File: src/logic/mipsCore_defines.svh
`ifndef MIPSCORE_DEFINES_SVH
`define MIPSCORE_DEFINES_SVH

//////////////////////////////
// instruction memory geometry
//////////////////////////////

// program store depth in words
`define IMEM_WORDS 128

// index width, selects address bits 8..2
`define IMEM_INDEX_BITS 7

//////////////////////////////
// datapath
//////////////////////////////

`define WORD_BITS 32 // one machine word

// architectural registers, $zero included
`define REG_COUNT 32

`endif
File: src/logic/mipsPkg.sv
package mipsPkg;

`include "mipsCore_defines.svh"

    typedef logic [`WORD_BITS-1:0]         wordT;    // datapath word
    typedef logic [$clog2(`REG_COUNT)-1:0] regAddrT; // register number

    //////////////////////////////
    // encodings
    //////////////////////////////

    // major opcodes, bits 31..26
    typedef enum logic [5:0] {
        opSpecial = 6'h00, // r-type, look at funct
        opRegimm  = 6'h01, // bltz when rt field is 0
        opBeq     = 6'h04,
        opBne     = 6'h05,
        opBgtz    = 6'h07,
        opAddi    = 6'h08,
        opOri     = 6'h0D
    } opcodeT;

    // r-type function codes, bits 5..0
    typedef enum logic [5:0] {
        fnSll = 6'h00, // also nop when everything is zero
        fnSrl = 6'h02,
        fnJr  = 6'h08,
        fnAdd = 6'h20,
        fnSub = 6'h22,
        fnAnd = 6'h24,
        fnOr  = 6'h25,
        fnSlt = 6'h2A
    } functT;

    typedef enum logic [2:0] {
        aluAdd, aluSub, aluAnd, aluOr, aluSlt, aluSll, aluSrl, aluPassB
    } aluOpT;

    typedef enum logic [2:0] {
        brNone, brEq, brNe, brGtz, brLtz, brJr
    } branchT;

    //////////////////////////////
    // records between the units
    //////////////////////////////

    typedef struct packed {
        regAddrT rs;       // first operand
        regAddrT rt;       // second operand
        regAddrT rd;       // destination, rd or rt by format
        aluOpT   aluOp;
        logic    useImm;   // operand b from imm instead of rt
        logic [4:0] shamt;
        wordT    imm;      // already extended
        branchT  branch;
        logic    writeEn;
        logic    illegal;
    } decodedInstrT;

    typedef struct packed {
        wordT    aluResult;
        logic    writeEn;
        regAddrT rd;
        logic    branchTaken;
    } execResultT;

    typedef struct packed {
        wordT    pc;    // address of the retiring instruction
        regAddrT rd;
        wordT    value;
    } commitT;

endpackage

File: src/logic/instrDecoder.sv
`timescale 1ns/1ns

`include "mipsCore_defines.svh"

module instrDecoder import mipsPkg::*; (
    input  wordT         instr,
    output decodedInstrT decoded,
    output regAddrT      rsAddr, // straight to the read ports
    output regAddrT      rtAddr
);

    opcodeT opcode;
    functT  funct;
    wordT   signImm;
    wordT   zeroImm;

    // field split
    assign opcode  = opcodeT'(instr[31:26]);
    assign funct   = functT'(instr[5:0]);
    assign signImm = {{(`WORD_BITS-16){instr[15]}}, instr[15:0]}; // addi, branches
    assign zeroImm = {{(`WORD_BITS-16){1'b0}}, instr[15:0]};      // ori only

    assign rsAddr = instr[25:21];
    assign rtAddr = instr[20:16];

    //////////////////////////////
    // control record
    //////////////////////////////

    always_comb begin
        decoded        = '0; // illegal defaults to low, writeEn too
        decoded.rs     = instr[25:21];
        decoded.rt     = instr[20:16];
        decoded.rd     = instr[20:16]; // i-type target
        decoded.shamt  = instr[10:6];
        decoded.imm    = signImm;
        decoded.aluOp  = aluPassB;
        decoded.branch = brNone;
        case (opcode)
            opSpecial: begin
                decoded.rd = instr[15:11]; // r-type target
                case (funct)
                    fnAdd: begin decoded.aluOp = aluAdd; decoded.writeEn = 1'b1; end
                    fnSub: begin decoded.aluOp = aluSub; decoded.writeEn = 1'b1; end
                    fnAnd: begin decoded.aluOp = aluAnd; decoded.writeEn = 1'b1; end
                    fnOr:  begin decoded.aluOp = aluOr;  decoded.writeEn = 1'b1; end
                    fnSlt: begin decoded.aluOp = aluSlt; decoded.writeEn = 1'b1; end
                    fnSll: begin decoded.aluOp = aluSll; decoded.writeEn = 1'b1; end // nop lands here
                    fnSrl: begin decoded.aluOp = aluSrl; decoded.writeEn = 1'b1; end
                    fnJr:  decoded.branch = brJr;
                    default: decoded.illegal = 1'b1;
                endcase
            end
            opRegimm: begin
                if (instr[20:16] == 5'd0) begin
                    decoded.branch = brLtz; // bgez and friends not kept
                end else begin
                    decoded.illegal = 1'b1;
                end
            end
            opBeq: decoded.branch = brEq;
            opBne: decoded.branch = brNe;
            opBgtz: begin
                if (instr[20:16] == 5'd0) begin
                    decoded.branch = brGtz;
                end else begin
                    decoded.illegal = 1'b1;
                end
            end
            opAddi: begin
                decoded.aluOp   = aluAdd;
                decoded.useImm  = 1'b1;
                decoded.writeEn = 1'b1;
            end
            opOri: begin
                decoded.aluOp   = aluOr;
                decoded.useImm  = 1'b1;
                decoded.imm     = zeroImm;
                decoded.writeEn = 1'b1;
            end
            default: decoded.illegal = 1'b1; // loads, stores, jumps etc
        endcase
    end

endmodule

File: config.mk
export PLATFORM = sky130hd
export DESIGN_NAME = instrDecoder
export DESIGN_NICKNAME = d
export VERILOG_FILES = /design/src/logic/mipsPkg.sv /design/src/logic/instrDecoder.sv
export VERILOG_INCLUDE_DIRS = /design/src /design/src/logic
export SDC_FILE = /design/constraint.sdc
export NUM_CORES = 1
export LEC_CHECK = 0
export ABC_AREA = 1
export BUFFER_PORTS_ARGS = -buffer_cell sky130_fd_sc_hd__buf_2
export CAP_MARGIN = 20
export CORE_ASPECT_RATIO = 1.4
export CORE_MARGIN = 1.5
export CORE_UTILIZATION = 39
export DETAILED_ROUTE_END_ITERATION = 16
export MAX_ROUTING_LAYER = met4
export PLACE_DENSITY = 0.9
export SLEW_MARGIN = 20
export SYNTH_ARGS = -nofsm -noshare
export SYNTH_HDL_FRONTEND = slang
export SYNTH_SLANG_ARGS = --single-unit
File: constraint.sdc
create_clock -name vclk -period 1.47
set_input_delay 0 -clock vclk [all_inputs]
set_output_delay 0 -clock vclk [all_outputs]
set_load 0.02 [all_outputs]
---- Yosys cells after proc, flatten, opt, wreduce, memory -nomap -nowiden ----
Index checks and enable logic that the tools add are counted.
word-level totals
  latch bits .............................. 0
  flip-flop bits (word level) ............. 0
  bits in writable memories ............... 0
  word-level logic and storage cells ...... 35
  input port bits ......................... 32
  memory bits (read-only) ................. 0
  memories kept ........................... 0
operators by class
  mux-type cells .......................... 14
  bitwise logic cells ..................... 0
  divide/modulo/power cells ............... 0
  reduce and logical (&&, ||, !) cells .... 8
  order comparisons ....................... 0
  add/subtract/negate cells ............... 0
  equality and inequality tests ........... 13
  multiply operators ...................... 0
  shift operators ......................... 0
operators by type and width
  operator            number
  $mux 32             1
  $eq 6x6->1 const B  5
  $pmux 3 s7          1
  $eq 6x3->1 const B  3
  $eq 6x4->1 const B  3
  $pmux 3 s5          1
  $logic_not 6->1     2
  $pmux 3 s3          1
  $reduce_or 8->1     1
  $reduce_or 7->1     1
  $eq 6x1->1 const B  1
  $eq 6x2->1 const B  1
  $mux 3              2
  $logic_not 5->1     1
  $mux 5              1
  $mux 1              4
  $reduce_or 2->1     2
  $reduce_or 4->1     1
  $pmux 1 s3          1
  $mux 2              1
  $pmux 1 s2          1

---- Depth between registers and ports, before layout ----
Gate-level depths: netlist (run 1).
  depth after elaboration ................. 4
  gate-level depth with buffers ........... 9

---- Least setup slack after synthesis (run 1) ----
OpenSTA, ideal clock, no wires.
  path kind ............................... input -> output
  start point ............................. input port instr[31]
  end point ............................... output port decoded[1] in the netlist's numbering
  arrival time ............................ 830 ps
  stages on the path ...................... 5
  setup slack ............................. 640 ps
  cells stage by stage .................... nor2_4 nand4_2 nand2_2 nor2_4 nor2_1
RTL lines
  what                line               RTL
  start: declaration  instrDecoder.sv:6  input wordT instr,
  end: declaration    instrDecoder.sv:7  output decodedInstrT decoded,

==> results of run 1 <==
how the worst min path moves through the flow:
stage | start | endpoint | slack [ns] | cells past startpoint
detailed placement | instr[9] | decoded[14] | 0.0002 | 0
CTS | instr[9] | decoded[14] | 0.0002 | 0
global route | instr[7] | decoded[12] | 0.00005 | 0
floorplan | instr[5] | decoded[10] | 0.11 | 1
global placement | instr[9] | decoded[14] | 0.0002 | 0
finish | instr[8] | decoded[39] | 0.00002 | 0
cell usage in the layout (no fill, tap or decap), drive strengths merged:
cell     n
and3     2
buf     73
clkinv   1
inv     15
nand2   23
nand3   15
nand4    3
nor2    22
nor3     1
o21ai    7
or2      1
metal layers:
| metal | vias up | GRT usage | wire length (um) |
|---|---|---|---|
| li1 | 434 | - | - |
| met1 | 332 | 0.121 | 559 |
| met2 | 50 | 0.221 | 832 |
| met3 | 14 | 0.0149 | 219 |
| met4 | 0 | 0.0476 | 51 |
| met5 | - | - | 0 |
cells by family after synthesis:
family                 count (synthesis)  synth area share
AOI/OAI and AO/OA                      7            0.0540
and+or+nand+nor                       67             0.400
buffers and inverters                 73             0.546
metrics by stage:
stage               instances  total power, W  setup slack (ns)  hold slack (ns)
detailed placement        185        0.000275             0.425         0.000211
global route              185        0.000297             0.309        0.0000511
CTS                       185        0.000276             0.421         0.000211
finish                    185        0.000272             0.437        0.0000152
floorplan                 147        0.000312             0.640            0.113
global placement          185        0.000273             0.432         0.000211
worst max-delay path, stage by stage:
cell and delay (ns):
buf_2 0.12, nor2_2 0.14, inv_2 0.06, nor2_4 0.12, nand2_4 0.08, clkinv_4 0.14, nand3_1 0.08, o21ai_1 0.10
buf_2 0.19
power groups by stage:
stage                     registers (W)  clock network [W]  logic, W
final                                 0                  0  0.000272
after global placement                0                  0  0.000273
after global routing                  0                  0  0.000297
after floorplan                       0                  0  0.000312
after CTS                             0                  0  0.000276
after detailed placement              0                  0  0.000275
layout make-up:
type | instances | area [um2] | share of cell area
inverter | 16 | 65.1 | 0.0741
multi-input combinational | 74 | 420 | 0.479
tap | 22 | 27.5 | 0.0313
timing repair buffer | 73 | 365 | 0.416
==> run_results.csv, run 1 <==
group,metric,value,unit
layout,drive_gt1_frac,0.632,
power_and_ir_drop,power.internal,0.0000909,W
worst_setup_path,critPathCapture,"decoded[45]",
sta,max_slew_margin,0.812,
worst_setup_path,cp_max_fo,14,
sta,drv_slew,0,
yosys,yosys_warnings,0,
global_route,grt_start_max_net_pins,17,
routing,vias,830,
routing,wl,1660,um
floorplan,dieArea,0.00268,mm2
place,portBuffers,73,
routing,via_per_inst,4.49,
sta,tns,0,ns
sta,period_minus_slack,1.03,ns
global_route,antenna_found_initial,0,
worst_setup_path,cp.required,1.47,ns
outcome,status,"completed",
routing,postRouteAntennaNets,0,
sta,worstMarginPinSlew,0.281,ns
power_and_ir_drop,ir_drop,0.0765,mV
global_route,first_global_vias,668,
global_route,grtUsageTotal,0.118,
worst_setup_path,cp-start-kind,"primary input",
yosys,syn_inst,147,
yosys,synth_commonest_cells,"56 x buf_4, 15 x nand3_1, 13 x nand2_1",
routing,drt_first_pass_iters,4,
floorplan,die_x,44.2,um
yosys,avgSynthCellArea,6.30,um2
yosys,netlist_area,926,um2
global_route,overflow,0,
yosys,ys_seq_area_frac,0,
clocking,ctsHoldBuffers,0,
global_route,grt_first_pass_wirelength,2550,um
routing,drt_iter0_drc,6,
clocking,cts_setup_buffers,0,
worst_setup_path,endpoint_kind,"primary output",
sta,final-setup-viol-count,0,
floorplan,die_h,60.7,um
layout,seq_area,0,um2
floorplan,start_util,0.420,
worst_hold_path,hold_path_class,"in2out",
floorplan,core_area,0.00220,mm2
layout,final_core_util,0.399,
power_and_ir_drop,p_switching,0.000181,W
layout,sequential_cell_total,0,
layout,fillCellCount,256,
place,dpl_cell_area,878,um2
yosys,yosysMostFrequentCell,"buf_4",
power_and_ir_drop,power.density,310,mW/mm2
worst_setup_path,crit_start,"instr[27]",
floorplan,rows,20,
yosys,synth_area_leaders,"buf_4 45%, nand3_1 8.1%, nand2_2 6.1%, nand2_1 5.3%, inv_1 4.9%",
sta,rsz0062_at_grt,"no",
routing,wl_per_cell,8.99,um
floorplan,num_io_pins,103,
layout,clkbuf_count,0,
power_and_ir_drop,pwr-share-clk,0,
layout,area_growth,-5.14,%
power_and_ir_drop,power_frac_comb,1.000,
sta,fin_crit_sh,0.703,
power_and_ir_drop,switching_share,0.666,
layout,fin_area,878,um2
layout,n_antenna_cell,0,
routing,drc,0,
layout,nNetsFinal,197,
place,hpwl,1530,um
worst_setup_path,worstSetupPathType,"in2out",
yosys,synth_cell_type_count,20,
power_and_ir_drop,power_leakage,0.557,nW
yosys,synth_top_cell_by_area,"buf_4",
yosys,synth_top_area_share,0.454,
job,maxCapViolations,0,
place,gp_congestion,0.768,
power_and_ir_drop,power_frac_seq,0,
worst_setup_path,worstPathArrival,1.03,ns
clocking,ctsResizeCount,0,
sta,fmax,968,MHz
yosys,synth_nets,179,
sta,hold_viol_final,0,
Power figures use the tool's default switching activity.
==> run 2: changes to the inputs <==
--- a/config.mk
+++ b/config.mk
@@ -6,15 +6,15 @@
 export SDC_FILE = /design/constraint.sdc
 export NUM_CORES = 1
 export LEC_CHECK = 0
-export ABC_AREA = 1
+export ABC_AREA = 0
 export BUFFER_PORTS_ARGS = -buffer_cell sky130_fd_sc_hd__buf_2
 export CAP_MARGIN = 20
 export CORE_ASPECT_RATIO = 1.4
 export CORE_MARGIN = 1.5
-export CORE_UTILIZATION = 39
+export CORE_UTILIZATION = 34
 export DETAILED_ROUTE_END_ITERATION = 16
 export MAX_ROUTING_LAYER = met4
-export PLACE_DENSITY = 0.9
+export PLACE_DENSITY = 0.85
 export SLEW_MARGIN = 20
 export SYNTH_ARGS = -nofsm -noshare
 export SYNTH_HDL_FRONTEND = slang
==> constraint.sdc (replaced) <==
create_clock -name vclk -period 1.1
set_input_delay 0 -clock vclk [all_inputs]
set_output_delay 0 -clock vclk [all_outputs]
set_load 0.02 [all_outputs]
==> run_results.csv, run 2 <==
group,metric,value,unit
outcome,status,"finished, violations left",
outcome,violations,"negative setup slack",
routing,drt_iter0_drc,9,
worst_setup_path,worstSetupPathType,"in2out",
sta,timing.hold.ws,0.0000113,ns
floorplan,die_h,60.6,um
yosys,synth_cell_type_count,33,
global_route,first_global_vias,718,
layout,final_cell_mix,"60 x buf_2, 19 x buf_4, 12 x buf_6, 5 x nand2_1",
layout,fillCellCount,237,
floorplan,core_area,0.00220,mm2
yosys,synth_top_area_share,0.522,
sta,drv_slew,0,
floorplan,rows,20,
yosys,synth_xor_area_frac,0.0217,
floorplan,die_x,44.1,um
floorplan,num_io_pins,103,
layout,nNetsFinal,180,
sta,final-setup-viol-count,10,
job,maxCapViolations,0,
routing,dr_wl_met2,1240,um
layout,n_antenna_cell,0,
yosys,synth_commonest_cells,"56 x buf_4, 6 x nand2_1, 5 x mux2_2, 5 x nor3_1",
global_route,grt_start_max_net_pins,17,
layout,mostFrequentLayoutCell,"buf_2",
yosys,synth-compound-area-share,0.143,
global_route,grtUsageTotal,0.144,
routing,wl_met1,645,um
layout,drive_gt1_frac,0.747,
global_route,grt_first_pass_wirelength,2930,um
routing,wl_per_cell,12.8,um
sta,worstMarginPinSlew,0.327,ns
sta,fmax,690,MHz
routing,routed.top_layer,"met4",
sta,max_slew_margin,0.781,
yosys,synthMuxAreaShare,0.0823,
yosys,yosysMostFrequentCell,"buf_4",
yosys,synth_nets,147,
routing,drt_first_pass_iters,4,
routing,wl,2150,um
layout,clkbuf_count,0,
layout,area_growth,29.7,%
yosys,synth_area_leaders,"buf_4 52%, mux2_2 7.0%, nor3_1 3.1%, nand2_1 2.8%, nor3b_1 2.8%",
place,hpwl,1600,um
place,dpl_cell_area,878,um2
worst_setup_path,endpoint_kind,"primary output",
layout,multiInputGateArea,432,um2
worst_setup_path,worstPathArrival,1.45,ns
worst_hold_path,hold_path_class,"in2out",
layout,sequential_cell_total,0,
yosys,synth_top_family_by_area,"buffers and inverters",
floorplan,start_util,0.366,
place,portBuffers,73,
power_and_ir_drop,ir_drop,0.191,mV
yosys,netlist_area,806,um2
yosys,avgSynthCellArea,7.01,um2
layout,seq_area,0,um2
routing,drc,0,
layout,fin_area,0.00104,mm2
power_and_ir_drop,power_leakage,0.531,nW
worst_setup_path,cp-start-kind,"primary input",
yosys,ys_seq_area_frac,0,
yosys,synth_top_cell_by_area,"buf_4",
worst_setup_path,cp_max_fo,2,
sta,period_minus_slack,1.45,ns
routing,via_per_inst,4.95,
yosys,yosys.area_share.simple,0.193,
sta,rsz0062_at_grt,"yes",
power_and_ir_drop,power.density,419,mW/mm2
sta,hold_viol_final,0,
global_route,antenna_found_initial,0,
global_route,overflow,0,
floorplan,dieArea,0.00268,mm2
worst_setup_path,cp.required,1.10,ns
place,gp_congestion,0.823,
yosys,yosys_warnings,0,
routing,postRouteAntennaNets,0,
sta,fin_crit_sh,1.32,
sta,finalWorstSetupSlack,-0.349,ns
routing,wl_met3,206,um
yosys,syn_inst,115,
yosys,synth-adder-area-share,0,
routing,vias,832,
clocking,ctsHoldBuffers,0,
run 2: changes by cell type after synthesis, moves of 5 or more:
cell and delta:
inv_1 -10, mux2_2 +5, nand2_1 -7, nand2_2 -9, nand3_1 -14, nor2_1 -7
nor2_2 -7
run 2: area by class of cell:
cell class	count	share of cell area
repair buffers	91	0.553
multi-input cells	53	0.413
well taps	22	0.0263
inverters	2	0.00719
run 2: timing repair:
| action | in CTS | in global routing |
|---|---|---|
| pin swaps | 3 | 0 |
| endpoints found under the setup margin | 13 | 13 |
| setup buffers | 2 | 1 |
| resized for setup | 28 | 8 |
run 2: stage by stage:
stage / setup WS (ns) / total power [W] / instances / setup TNS (ns) / util
after global placement: -0.351 / 0.000384 / 166 / -3.09 / 0.399
after detailed placement: -0.373 / 0.000389 / 166 / -3.21 / 0.399
after floorplan: -0.263 / 0.000407 / 115 / -1.27 / -
after CTS: -0.338 / 0.000425 / 168 / -2.70 / 0.457
final: -0.349 / 0.000438 / 168 / -2.73 / 0.474
after global routing: -0.382 / 0.000467 / 168 / -3.08 / 0.474
run 2: cells by family (layout without fill, tap and decap cells):
| group | after synthesis | after routing |
|---|---|---|
| buffers and inverters | 62 | 93 |
| multiplexers | 6 | 6 |
| AO/OA/AOI/OAI | 17 | 17 |
| XOR/XNOR | 2 | 2 |
| AND/OR/NAND/NOR | 28 | 28 |
run 2: final timing paths:
kind                  slack, ns           to  cells past startpoint      start
worst min-delay path    0.00001  decoded[60]                      0  instr[25]
worst max-delay path      -0.35  decoded[45]                      6  instr[31]
run 2: critical path, cell delays in order:
cell and delay, ns:
buf_6 0.09, or4_4 0.52, or2_4 0.25, a211o_1 0.25
o21a_2 0.21, buf_6 0.13
run 2: report_power, final:
part,internal [W],switching [W],total [W]
clock,0,0,0
combinational,0.000185,0.000253,0.000438
sequential,0,0,0
total,0.000185,0.000253,0.000438
run 2: metal layers:
layer | vias up | global-route usage
li1 | 400 | -
met1 | 365 | 0.129
met2 | 56 | 0.311
met3 | 11 | 0.00298
met4 | 0 | 0.0390
met5 | - | -
